**config.mk**
```make
export PLATFORM = sky130hd
export DESIGN_NAME = executionCore
export DESIGN_NICKNAME = d
export VERILOG_FILES = /design/src/source/corePkg.sv /design/src/source/alu.sv /design/src/source/executionCore.sv /design/src/source/instrDecoder.sv /design/src/source/instrQueue.sv /design/src/source/outputPort.sv /design/src/source/registerFile.sv
export VERILOG_INCLUDE_DIRS = /design/src /design/src/source
export SDC_FILE = /design/constraint.sdc
export NUM_CORES = 1
export LEC_CHECK = 0
export ABC_AREA = 1
export BUFFER_PORTS_ARGS = -buffer_cell sky130_fd_sc_hd__buf_2
export CAP_MARGIN = 20
export CORE_MARGIN = 5
export CORE_UTILIZATION = 40
export DETAILED_ROUTE_END_ITERATION = 8
export GPL_TIMING_DRIVEN = 0
export PLACE_DENSITY = 0.6
export SETUP_SLACK_MARGIN = 0.2
export SLEW_MARGIN = 20
export SYNTH_ARGS = -nofsm -noshare
export SYNTH_HDL_FRONTEND = slang
export SYNTH_SLANG_ARGS = --single-unit
export TNS_END_PERCENT = 50
```
**constraint.sdc**
```tcl
create_clock -name clk -period 5.29 [get_ports clk]
set_clock_uncertainty 0.05 [all_clocks]
set_input_delay 1.587 -clock clk [delete_from_list [all_inputs] [get_ports clk]]
set_output_delay 1.587 -clock clk [all_outputs]
set_load 0.05 [all_outputs]
```
**src/source/core_macros.svh**
```systemverilog
`ifndef CORE_MACROS_SVH
`define CORE_MACROS_SVH

// Datapath widths
`define DATA_WIDTH        16
`define INSTR_WIDTH       16
`define OPCODE_WIDTH      4
`define IMM_WIDTH         8

// Register file
`define REG_COUNT         16
`define REG_ADDR_WIDTH    4

// Input queue depth, equal to the sender's starting credit
`define IN_QUEUE_DEPTH    4

// Output credit counter, holds up to seven credits
`define OUT_CREDIT_WIDTH  3

// Opcodes in bits 15:12 of the instruction word
`define OP_NOP 4'h0
`define OP_ADD 4'h1
`define OP_SUB 4'h2
`define OP_AND 4'h3
`define OP_OR  4'h4
`define OP_XOR 4'h5
`define OP_SHL 4'h6
`define OP_SHR 4'h7
`define OP_LDI 4'h8
`define OP_OUT 4'h9

`endif

```
**src/source/corePkg.sv**
```systemverilog
`include "core_macros.svh"

package corePkg;

        typedef logic [`DATA_WIDTH-1:0]     dataWordT;
        typedef logic [`INSTR_WIDTH-1:0]    instrWordT;
        typedef logic [`REG_ADDR_WIDTH-1:0] regAddrT;
        typedef logic [`IMM_WIDTH-1:0]      immT;

        // OUT sends the register named in the rs1 field
        typedef enum logic [`OPCODE_WIDTH-1:0] {
                opNop = `OP_NOP,
                opAdd = `OP_ADD,
                opSub = `OP_SUB,
                opAnd = `OP_AND,
                opOr  = `OP_OR,
                opXor = `OP_XOR,
                opShl = `OP_SHL,
                opShr = `OP_SHR,
                opLdi = `OP_LDI,
                opOut = `OP_OUT
        } opcodeT;

        // Decode stage register
        typedef struct packed {
                opcodeT   opcode;
                regAddrT  rd;
                dataWordT operandA;
                dataWordT operandB;
                logic     valid;
        } decodedT;

        // Execute stage register
        typedef struct packed {
                logic     we;
                regAddrT  rd;
                dataWordT data;
        } writeBackT;

        // True for every operation that updates rd
        function automatic logic writesReg(opcodeT op);
                return (op != opNop) && (op != opOut);
        endfunction

        // Operation result, shared by the ALU and the decode forwarding path
        function automatic dataWordT aluResult(decodedT instr);
                dataWordT result;
                case (instr.opcode)
                        opAdd:   result = instr.operandA + instr.operandB;
                        opSub:   result = instr.operandA - instr.operandB;
                        opAnd:   result = instr.operandA & instr.operandB;
                        opOr:    result = instr.operandA | instr.operandB;
                        opXor:   result = instr.operandA ^ instr.operandB;
                        // Shift amount is the low four bits of rs2
                        opShl:   result = instr.operandA << instr.operandB[3:0];
                        opShr:   result = instr.operandA >> instr.operandB[3:0];
                        opLdi:   result = instr.operandB;
                        opOut:   result = instr.operandA;
                        default: result = '0;
                endcase
                return result;
        endfunction

endpackage

```
**src/source/alu.sv**
```systemverilog
`timescale 1ns/1ps

module alu (
        input  logic               clk,
        input  logic               rstN,
        input  corePkg::decodedT   stageInstr,
        output corePkg::writeBackT writeBack,
        output logic               outEmit
);
        import corePkg::*;

        dataWordT result;
        logic     doWrite;
        logic     doOut;

        //////////////////////////////////////////////////
        // Execute
        //////////////////////////////////////////////////

        assign result  = aluResult(stageInstr);
        assign doWrite = stageInstr.valid && writesReg(stageInstr.opcode);
        assign doOut   = stageInstr.valid && (stageInstr.opcode == opOut);

        // Bubbles and NOP leave both enables low
        // OUT carries operandA in the data field with the write enable low
        always_ff @(posedge clk or negedge rstN) begin
                if (!rstN) begin
                        writeBack <= '0;
                        outEmit   <= 1'b0;
                end else begin
                        writeBack.we   <= doWrite;
                        writeBack.rd   <= stageInstr.rd;
                        writeBack.data <= result;
                        outEmit        <= doOut;
                end
        end

endmodule

```
**src/source/executionCore.sv**
```systemverilog
`timescale 1ns/1ps

module executionCore (
        input  logic               clk,
        input  logic               rstN,
        input  logic               inValid,
        input  corePkg::instrWordT inInstr,
        output logic               inCredit,
        input  logic               outCredit,
        output logic               outValid,
        output corePkg::dataWordT  outData
);
        import corePkg::*;

        logic      queueValid;
        instrWordT queueInstr;
        logic      queuePop;
        regAddrT   readAddr1;
        regAddrT   readAddr2;
        dataWordT  readData1;
        dataWordT  readData2;
        decodedT   stageInstr;
        writeBackT writeBack;
        logic      outEmit;
        logic      creditAvail;

        //////////////////////////////////////////////////
        // Input side
        //////////////////////////////////////////////////

        instrQueue uQueue (
                .clk        (clk),
                .rstN       (rstN),
                .inValid    (inValid),
                .inInstr    (inInstr),
                .queuePop   (queuePop),
                .queueValid (queueValid),
                .queueInstr (queueInstr),
                .inCredit   (inCredit)
        );

        // Decode and operand read
        instrDecoder uDecoder (
                .clk         (clk),
                .rstN        (rstN),
                .queueValid  (queueValid),
                .queueInstr  (queueInstr),
                .creditAvail (creditAvail),
                .queuePop    (queuePop),
                .readAddr1   (readAddr1),
                .readAddr2   (readAddr2),
                .readData1   (readData1),
                .readData2   (readData2),
                .stageInstr  (stageInstr)
        );

        registerFile uRegFile (
                .clk       (clk),
                .rstN      (rstN),
                .readAddr1 (readAddr1),
                .readAddr2 (readAddr2),
                .writeBack (writeBack),
                .readData1 (readData1),
                .readData2 (readData2)
        );

        //////////////////////////////////////////////////
        // Execute and output side
        //////////////////////////////////////////////////

        alu uAlu (
                .clk        (clk),
                .rstN       (rstN),
                .stageInstr (stageInstr),
                .writeBack  (writeBack),
                .outEmit    (outEmit)
        );

        outputPort uOutPort (
                .clk         (clk),
                .rstN        (rstN),
                .outCredit   (outCredit),
                .writeBack   (writeBack),
                .outEmit     (outEmit),
                .creditAvail (creditAvail),
                .outValid    (outValid),
                .outData     (outData)
        );

endmodule

```
**src/source/instrDecoder.sv**
```systemverilog
`timescale 1ns/1ps
`include "core_macros.svh"

module instrDecoder (
        input  logic               clk,
        input  logic               rstN,
        input  logic               queueValid,
        input  corePkg::instrWordT queueInstr,
        input  logic               creditAvail,
        output logic               queuePop,
        output corePkg::regAddrT   readAddr1,
        output corePkg::regAddrT   readAddr2,
        input  corePkg::dataWordT  readData1,
        input  corePkg::dataWordT  readData2,
        output corePkg::decodedT   stageInstr
);
        import corePkg::*;

        opcodeT   opcode;
        regAddrT  rd;
        regAddrT  rs1;
        regAddrT  rs2;
        immT      imm;
        dataWordT stageResult;
        logic     stageWrites;
        logic     outInAlu;
        logic     outBusy;
        decodedT  decoded;

        //////////////////////////////////////////////////
        // Field split
        //////////////////////////////////////////////////

        // Codes above OUT are unused and run as NOP
        assign opcode = (queueInstr[15:12] > `OP_OUT) ? opNop : opcodeT'(queueInstr[15:12]);
        assign rd     = queueInstr[11:8];
        assign rs1    = queueInstr[7:4];
        assign rs2    = queueInstr[3:0];
        assign imm    = queueInstr[7:0];

        assign readAddr1 = rs1;
        assign readAddr2 = rs2;

        //////////////////////////////////////////////////
        // Operand selection
        //////////////////////////////////////////////////

        // Result of the instruction now in the execute stage
        // Covers a dependence on the immediately preceding word
        assign stageResult = aluResult(stageInstr);
        assign stageWrites = stageInstr.valid && writesReg(stageInstr.opcode);

        always_comb begin
                decoded.opcode = opcode;
                decoded.rd     = rd;
                decoded.valid  = 1'b1;
                if (stageWrites && (stageInstr.rd == rs1)) begin
                        decoded.operandA = stageResult;
                end else begin
                        decoded.operandA = readData1;
                end
                if (opcode == opLdi) begin
                        decoded.operandB = dataWordT'(imm);
                end else if (stageWrites && (stageInstr.rd == rs2)) begin
                        decoded.operandB = stageResult;
                end else begin
                        decoded.operandB = readData2;
                end
        end

        // OUTs still in flight have not yet taken their credit off the counter
        assign outBusy  = (stageInstr.valid && (stageInstr.opcode == opOut)) || outInAlu;
        assign queuePop = queueValid && !((opcode == opOut) && (!creditAvail || outBusy));

        always_ff @(posedge clk or negedge rstN) begin
                if (!rstN) begin
                        stageInstr <= '0;
                        outInAlu   <= 1'b0;
                end else begin
                        if (queuePop) begin
                                stageInstr <= decoded;
                        end else begin
                                stageInstr <= '0;
                        end
                        // Tracks the ALU's output beat
                        outInAlu <= stageInstr.valid && (stageInstr.opcode == opOut);
                end
        end

endmodule

```
**src/source/instrQueue.sv**
```systemverilog
`timescale 1ns/1ps
`include "core_macros.svh"

module instrQueue (
        input  logic               clk,
        input  logic               rstN,
        input  logic               inValid,
        input  corePkg::instrWordT inInstr,
        input  logic               queuePop,
        output logic               queueValid,
        output corePkg::instrWordT queueInstr,
        output logic               inCredit
);
        import corePkg::*;

        localparam int PTR_WIDTH   = $clog2(`IN_QUEUE_DEPTH);
        localparam int COUNT_WIDTH = $clog2(`IN_QUEUE_DEPTH + 1);

        instrWordT              entries [`IN_QUEUE_DEPTH];
        logic [PTR_WIDTH-1:0]   wrPtr;
        logic [PTR_WIDTH-1:0]   rdPtr;
        logic [COUNT_WIDTH-1:0] fill;
        logic                   popEn;

        // Pointer advance with wrap at the last entry
        function automatic logic [PTR_WIDTH-1:0] nextPtr(logic [PTR_WIDTH-1:0] ptr);
                if (ptr == PTR_WIDTH'(`IN_QUEUE_DEPTH - 1)) begin
                        return '0;
                end
                return ptr + 1'b1;
        endfunction

        assign queueValid = (fill != '0);
        assign queueInstr = entries[rdPtr];
        assign popEn      = queuePop && queueValid;

        // Storage
        // The sender holds a credit for every write so there is always room
        always_ff @(posedge clk) begin
                if (inValid) begin
                        entries[wrPtr] <= inInstr;
                end
        end

        //////////////////////////////////////////////////
        // Pointers, fill level and credit return
        //////////////////////////////////////////////////

        always_ff @(posedge clk or negedge rstN) begin
                if (!rstN) begin
                        wrPtr    <= '0;
                        rdPtr    <= '0;
                        fill     <= '0;
                        inCredit <= 1'b0;
                end else begin
                        if (inValid) begin
                                wrPtr <= nextPtr(wrPtr);
                        end
                        if (popEn) begin
                                rdPtr <= nextPtr(rdPtr);
                        end
                        fill     <= fill + COUNT_WIDTH'(inValid) - COUNT_WIDTH'(popEn);
                        // One credit back per freed entry
                        inCredit <= popEn;
                end
        end

endmodule

```
**src/source/outputPort.sv**
```systemverilog
`timescale 1ns/1ps
`include "core_macros.svh"

module outputPort (
        input  logic               clk,
        input  logic               rstN,
        input  logic               outCredit,
        input  corePkg::writeBackT writeBack,
        input  logic               outEmit,
        output logic               creditAvail,
        output logic               outValid,
        output corePkg::dataWordT  outData
);

        localparam int CREDIT_WIDTH = `OUT_CREDIT_WIDTH;

        logic [CREDIT_WIDTH-1:0] creditCount;

        assign creditAvail = (creditCount != '0);

        //////////////////////////////////////////////////
        // Credit counter
        //////////////////////////////////////////////////

        // Grant and spend may land on the same edge
        always_ff @(posedge clk or negedge rstN) begin
                if (!rstN) begin
                        creditCount <= '0;
                        outValid    <= 1'b0;
                end else begin
                        creditCount <= creditCount + CREDIT_WIDTH'(outCredit)
                                       - CREDIT_WIDTH'(outEmit);
                        outValid    <= outEmit;
                end
        end

        // Output beat data
        always_ff @(posedge clk) begin
                if (outEmit) begin
                        outData <= writeBack.data;
                end
        end

endmodule

```
**src/source/registerFile.sv**
```systemverilog
`timescale 1ns/1ps
`include "core_macros.svh"

module registerFile (
        input  logic               clk,
        input  logic               rstN,
        input  corePkg::regAddrT   readAddr1,
        input  corePkg::regAddrT   readAddr2,
        input  corePkg::writeBackT writeBack,
        output corePkg::dataWordT  readData1,
        output corePkg::dataWordT  readData2
);
        import corePkg::*;

        dataWordT regs [`REG_COUNT];

        //////////////////////////////////////////////////
        // Write port
        //////////////////////////////////////////////////

        always_ff @(posedge clk or negedge rstN) begin
                if (!rstN) begin
                        for (int i = 0; i < `REG_COUNT; i++) begin
                                regs[i] <= '0;
                        end
                end else if (writeBack.we) begin
                        regs[writeBack.rd] <= writeBack.data;
                end
        end

        //////////////////////////////////////////////////
        // Read ports
        //////////////////////////////////////////////////

        // Write-through so a reader sees the value landing this cycle
        assign readData1 = (writeBack.we && (writeBack.rd == readAddr1)) ?
                           writeBack.data : regs[readAddr1];

        assign readData2 = (writeBack.we && (writeBack.rd == readAddr2)) ?
                           writeBack.data : regs[readAddr2];

endmodule

```
# After elaboration in Yosys (flattened, before gate mapping)
# Memory sizes are Yosys's and may differ from the RTL's.
# Index checks and enable logic that the tools add are counted.
[word_totals]
in_bits = 20
ff_bits = 347
output_inout_bits = 18
elab_cells = 117
memories = 1
latch_bits = 0
ramBits = 64
mem_bits_ro = 0
[op_classes]
bitwise_logic = 6
reduce_logical = 18
n_mux = 27
n_eq_ne = 18
magnitude_cmp = 5
addsub = 8
shift = 2
multipliers = 0
div_mod_pow = 0
[mem_list]
columns = ["memory", "words", "width", "rd", "rd_clocked_by_memory_dff", "wr", "line", "source"]
rows = [
  ["uQueue.entries", 4, 16, 1, 0, 1, "instrQueue.sv:19", "instrWordT entries [`IN_QUEUE_DEPTH];"],
]
[op_table]
columns = ["operator", "n"]
rows = [
  ["$bwmux W256", 1],
  ["$mux W16", 10],
  ["$pmux W16 S9", 1],
  ["$bmux W16 S4", 2],
  ["$demux W16 S4", 1],
  ["$mux W41", 1],
  ["$add A16 B16 Y16", 1],
  ["$and A16 B16 Y16", 1],
  ["$eq A4 B3 Y1 const B", 4],
  ["$eq A4 B4 Y1", 4],
  ["$eq A4 B4 Y1 const B", 4],
  ["$or A16 B16 Y16", 1],
  ["$shl A16 B4 Y16", 1],
  ["$shr A16 B4 Y16", 1],
  ["$sub A16 B16 Y16", 1],
  ["$xor A16 B16 Y16", 1],
  ["$ge A5 B5 Y1 const B", 3],
  ["$not A4 Y5", 3],
  ["$logic_and A1 B1 Y1", 11],
  ["$eq A4 B2 Y1 const B", 2],
  ["$mux W2", 4],
  ["$add A3 B1 Y3", 2],
  ["$mux W1", 6],
  ["$reduce_bool A3 Y1", 2],
  ["11 further kinds", 16],
]

# Longest topological paths before layout
[depth]
depth_word = 10
ltp_mapped = 22
mapped_depth_nobuf = 21

# Hierarchy
# From an unflattened synthesis, not the netlist that was laid out.
[unflattened]
cells_unflattened = 4383
hier_area_um2 = 29560.9
[by_module_without_submodules]
columns = ["module", "area_each_um2", "cells_each", "n_inst", "seq_area_each_um2"]
rows = [
  ["registerFile", 15576.2, 2363, 1, 6406.1],
  ["instrDecoder", 5703.0, 973, 1, 1051.0],
  ["alu", 4367.9, 771, 1, 550.5],
  ["instrQueue", 3233.1, 239, 1, 2122.0],
  ["outputPort", 680.7, 37, 1, 580.6],
]

# Worst setup path after synthesis
# OpenSTA, ideal clock, no wires.
[synth_timing]
path_kind = "reg-to-reg"
from = "register uDecoder.stageInstr[2] (netlist name)"
to = "register uDecoder.stageInstr[14] (netlist name)"
arrival_time_ns = 3.292
setup_ns = 0.071
path_buffers = 2
slack_ns = 1.876
required_ns = 5.169
path_stages_with_launch = 21
cell_sequence = "dfrtp_1 clkbuf_1 inv_1 buf_1 ha_1 nand3_1 nor3_1 nand3_1 nor3_1 a31oi_1 xor2_1 ha_1 nand2_1 nor2_1 inv_1 o21a_1 nand3_1 nand2_1 o21ai_0 nor2_1 nor2_1"
[synth_between]
elab_chain_len = 5
[synth_rtl]
columns = ["element", "line", "source"]
rows = [
  ["$sub A16 B16 Y16, or another cell as far along", "--", ""],
  ["$pmux W16 S9 *", "--", ""],
  ["via uAlu.result[13]", "alu.sv:12", "dataWordT result;"],
  ["$mux W16 *", "instrDecoder.sv:64", "end else if (stageWrites && (stageInstr.rd == rs2)) begin"],
  ["$mux W16 *", "instrDecoder.sv:62", "if (opcode == opLdi) begin"],
  ["$mux W41 *", "instrDecoder.sv:80", "if (queuePop) begin"],
]
# The timed path passes the listed nets; every way through them passes the cells marked *.
# A chain may end at the register's enable or synchronous reset.

# Final worst setup path
[layout_timing]
from = "register uDecoder.stageInstr[2] (netlist name)"
to = "register uDecoder.stageInstr[14] (netlist name)"
[layout_between]
elab_chain_len = 5
[layout_rtl]
columns = ["element", "line"]
rows = [
  ["$sub A16 B16 Y16, or another cell as far along", "--"],
  ["$pmux W16 S9 *", "--"],
  ["via uAlu.result[13]", "alu.sv:12"],
  ["$mux W16 *", "instrDecoder.sv:64"],
  ["$mux W16 *", "instrDecoder.sv:62"],
  ["$mux W41 *", "instrDecoder.sv:80"],
]
# Marks and branches as above.

==> results by group <==
Routing
  • ANT nets after route: 0
  • Final wirelength: just under 100 mm
  • DR pass1 iterations: 6
  • Drc violations: 0
  • DR WL/cell: approximately 23 um
  • Initial DRC count: between 3000 and 4000
  • Routed vias: approximately 24000
  • Via density: just under 6

Layout
  • Fillcell total: approximately 6000
  • Most frequent cells in the layout: nand2_1, nand3_1, dfrtp_1, o21ai_0, nor2_1
  • Area grow syn2layout: 12.1%
  • Post-route insts no fill: 4095
  • Final nets: around 3400
  • Share of cells above drive strength 1: 7.53%
  • Commonest non-fill, non-tap cell in the layout: nand2_1

Setup path
  • Crit start category: register
  • Launching point of the worst reg2reg path: uDecoder.stageInstr[2]$_DFF_PN0_
  • Reg2reg path depth: 20
  • Slowest stage cell on the critical path: buf_1
  • Arr. time, crit path: 4900 ps
  • CP Class: reg -> reg
  • Setup crit end kind: register
  • Peak per-stage delay on the critical path: 480 ps
  • Worst Path Required: just under 6000 ps
  • R2R Path End: uDecoder.stageInstr[14]$_DFF_PN0_
  • Reg2Reg Setup Slack: about 870 ps
  • Worst-path fanout max: 11
  • Worst setup path end: uDecoder.stageInstr[14]$_DFF_PN0_
  • CP Cell Sequence: clkbuf_1, inv_1, buf_1, ha_1, nand3_1, nor3_1, nand3_1, nor3_1, a31oi_1, xor2_1, ha_1, nand2_1, nor2_1, inv_1, o21a_1, nand3_1, nand2_1, o21ai_0, nor2_1, nor2_1
  • Worst Setup SP: uDecoder.stageInstr[2]$_DFF_PN0_

Synthesis
  • #FFs+latches synth: 410
  • Synth Flop Type: dfrtp_1
  • Async SR Flop Fraction: between 80% and 90%
  • Post-synth EDFFs: 80
  • Mean post-synth cell area: between 7 and 8 um2
  • Syn nets: roughly 3300
  • Synth area leader: dfrtp_1
  • Largest cells by area after synthesis: dfrtp_1, nand2_1, nand3_1, edfxtp_1, o21ai_0
  • Share of the synthesized area in the top cell type: between 30% and 40%
  • Yosys cell types: 53
  • Mapped Area: roughly 0.024 mm2
  • Syn. warnings: 0
  • Synth Instances: ~3200
  • Sequential share of the synthesized area: approximately 45%

STA
  • Final TNS setup: 0 ps
  • Final slew viol count: 0
  • Slew of the pin with the lowest slew margin: around 1100 ps
  • Hold Vio Cnt, Final: 0
  • RSZ-0062 raised after global routing: no
  • Crit share post-route: 83.6%
  • Fmax: 226 MHz
  • Setup violators final: 0
  • Hold_ws: roughly 350 ps
  • Period minus WS final: approximately 4400 ps
  • Slew headroom: 27.6%

Die
  • Die width: 254 um
  • Die H: 254 um
  • Core area: about 0.059 mm2
  • Die area: ~0.065 mm2
  • Starting density of the core: between 40% and 50%
  • Io pins: 38
  • Site Rows: just under 90

Global routing
  • Remaining global-route overflow: 0
  • Initial antenna violation count: 1
  • Largest net degree at the start of global routing: a little over 90
  • First-pass GRT wire length: approximately 140 mm
  • All-Layer GR Usage: slightly below 30%
  • Vias in the first global route: between 20000 and 25000

Clocking
  • Worst-skew pair later-pin latency: around 600 ps
  • Clk sinks: 410
  • Reg clk slew, reported paths: 60 ps
  • Post-CTS sizing: 0
  • Hold Buf Count CTS: 0
  • Setup bufs post-CTS: 0
  • # H-tree levels: 2
  • Clock root cell: clkbuf_16
  • TritonCTS clock tree: done
  • Max Root-Sink Buffers: 3
  • TritonCTS Buffers: 46

Placed design
  • DP HPWL: 72.2 mm
  • PortBufs: 37
  • Gpl congestion: roughly 0.99
  • Placed insts: ~4000

Worst hold path
  • HP Class: reg -> reg
  • Hold Path Stages: 0

Job
  • # Max-Cap Violations: 0

Status
  • Run status: complete, no violations
-- area by class of cell --
cell class              instances  area (um2)  share of cell area (%)
multi-input cells            2391       11600                    43.1
repair buffers                 41         305                    1.14
flip-flops and latches        410       10700                    39.8
plain buffers                 219        1020                    3.82
clock buffers                  61        1250                    4.65
clock inverters                25         375                    1.40
well taps                     773         967                    3.61
inverters                     174         661                    2.47
diodes                          1        2.50                 0.00934
-- synth_stat cells (58+ instances only) --
cell type    n
a21oi_1    104
dfrtp_1    330
nand3_1    568
nor2_1     207
edfxtp_1    80
o21ai_0    311
buf_2       87
clkbuf_1    99
ha_1        58
inv_1      163
nand2_1    933
o211ai_1    80
-- worst min path at each step --
stage                                                 start                           end
after floorplan           uDecoder.stageInstr[33]$_DFF_PN0_  uAlu.writeBack[16]$_DFF_PN0_
after global placement    uDecoder.stageInstr[33]$_DFF_PN0_  uAlu.writeBack[16]$_DFF_PN0_
after detailed placement  uDecoder.stageInstr[33]$_DFF_PN0_  uAlu.writeBack[16]$_DFF_PN0_
after CTS                 uDecoder.stageInstr[33]$_DFF_PN0_  uAlu.writeBack[16]$_DFF_PN0_
after global routing      uDecoder.stageInstr[33]$_DFF_PN0_  uAlu.writeBack[16]$_DFF_PN0_
final                     uDecoder.stageInstr[33]$_DFF_PN0_  uAlu.writeBack[16]$_DFF_PN0_
-- cells by family (layout without fill, tap and decap cells) --
kind of cell	count (synthesis)	count (layout)	share of synthesized area (%)
AND/OR/NAND/NOR	1752	1752	31.0
AO/OA/AOI/OAI	548	548	12.9
flip-flops	410	410	44.6
buffers and inverters	393	520	7.05
adder cells (fa/ha/maj)	61	61	3.29
XOR/XNOR	28	28	1.06
multiplexers	2	2	0.0838
other	0	1	0
-- per-stage QoR --
step | util (%) | instance area [um2] | setup WS, ps
finish | 45.3 | 26800 | 865
detailed placement | 42.6 | 25200 | 935
global placement | 42.4 | 25100 | -4040
global route | 45.3 | 26800 | 337
CTS | 45.3 | 26800 | 927
floorplan | - | 23900 | 1880
-- per-layer routing --
metal  global-route usage (%)  up-vias  part of all wire [%]
met4                     11.8        0                   4.8
met1                     42.2    11500                    43
met3                     6.07      224                    10
met5                        0        -                     0
li1                         -    10900                     -
met2                     43.5     1350                    42
-- sequential cells by signal, summed over array words and instances, names as in the netlist, 2 cells and up --
| signal | count |
|---|---|
| uDecoder.stageInstr | 41 |
| uAlu.writeBack | 21 |
| uQueue.fill | 3 |
| uOutPort.creditCount | 3 |
| uOutPort.outData | 16 |
| uQueue.rdPtr | 2 |
| uQueue.wrPtr | 2 |
| uQueue.entries | 64 |
| uRegFile.regs | 256 |
-- critical path, delay by kind of cell, from the launching register on --
| kind | cells | cell delay [ps] |
|---|---|---|
| flip-flops | 1 | 380 |
| AND/OR/NAND/NOR | 10 | 1390 |
| buffers and inverters | 4 | 930 |
| adder cells (fa/ha/maj) | 2 | 680 |
| AO/OA/AOI/OAI | 3 | 730 |
| XOR/XNOR | 1 | 180 |
Power is left out: the tool's default activity adds up to more than one toggle a clock period on the data nets, which glitch-free logic cannot reach.
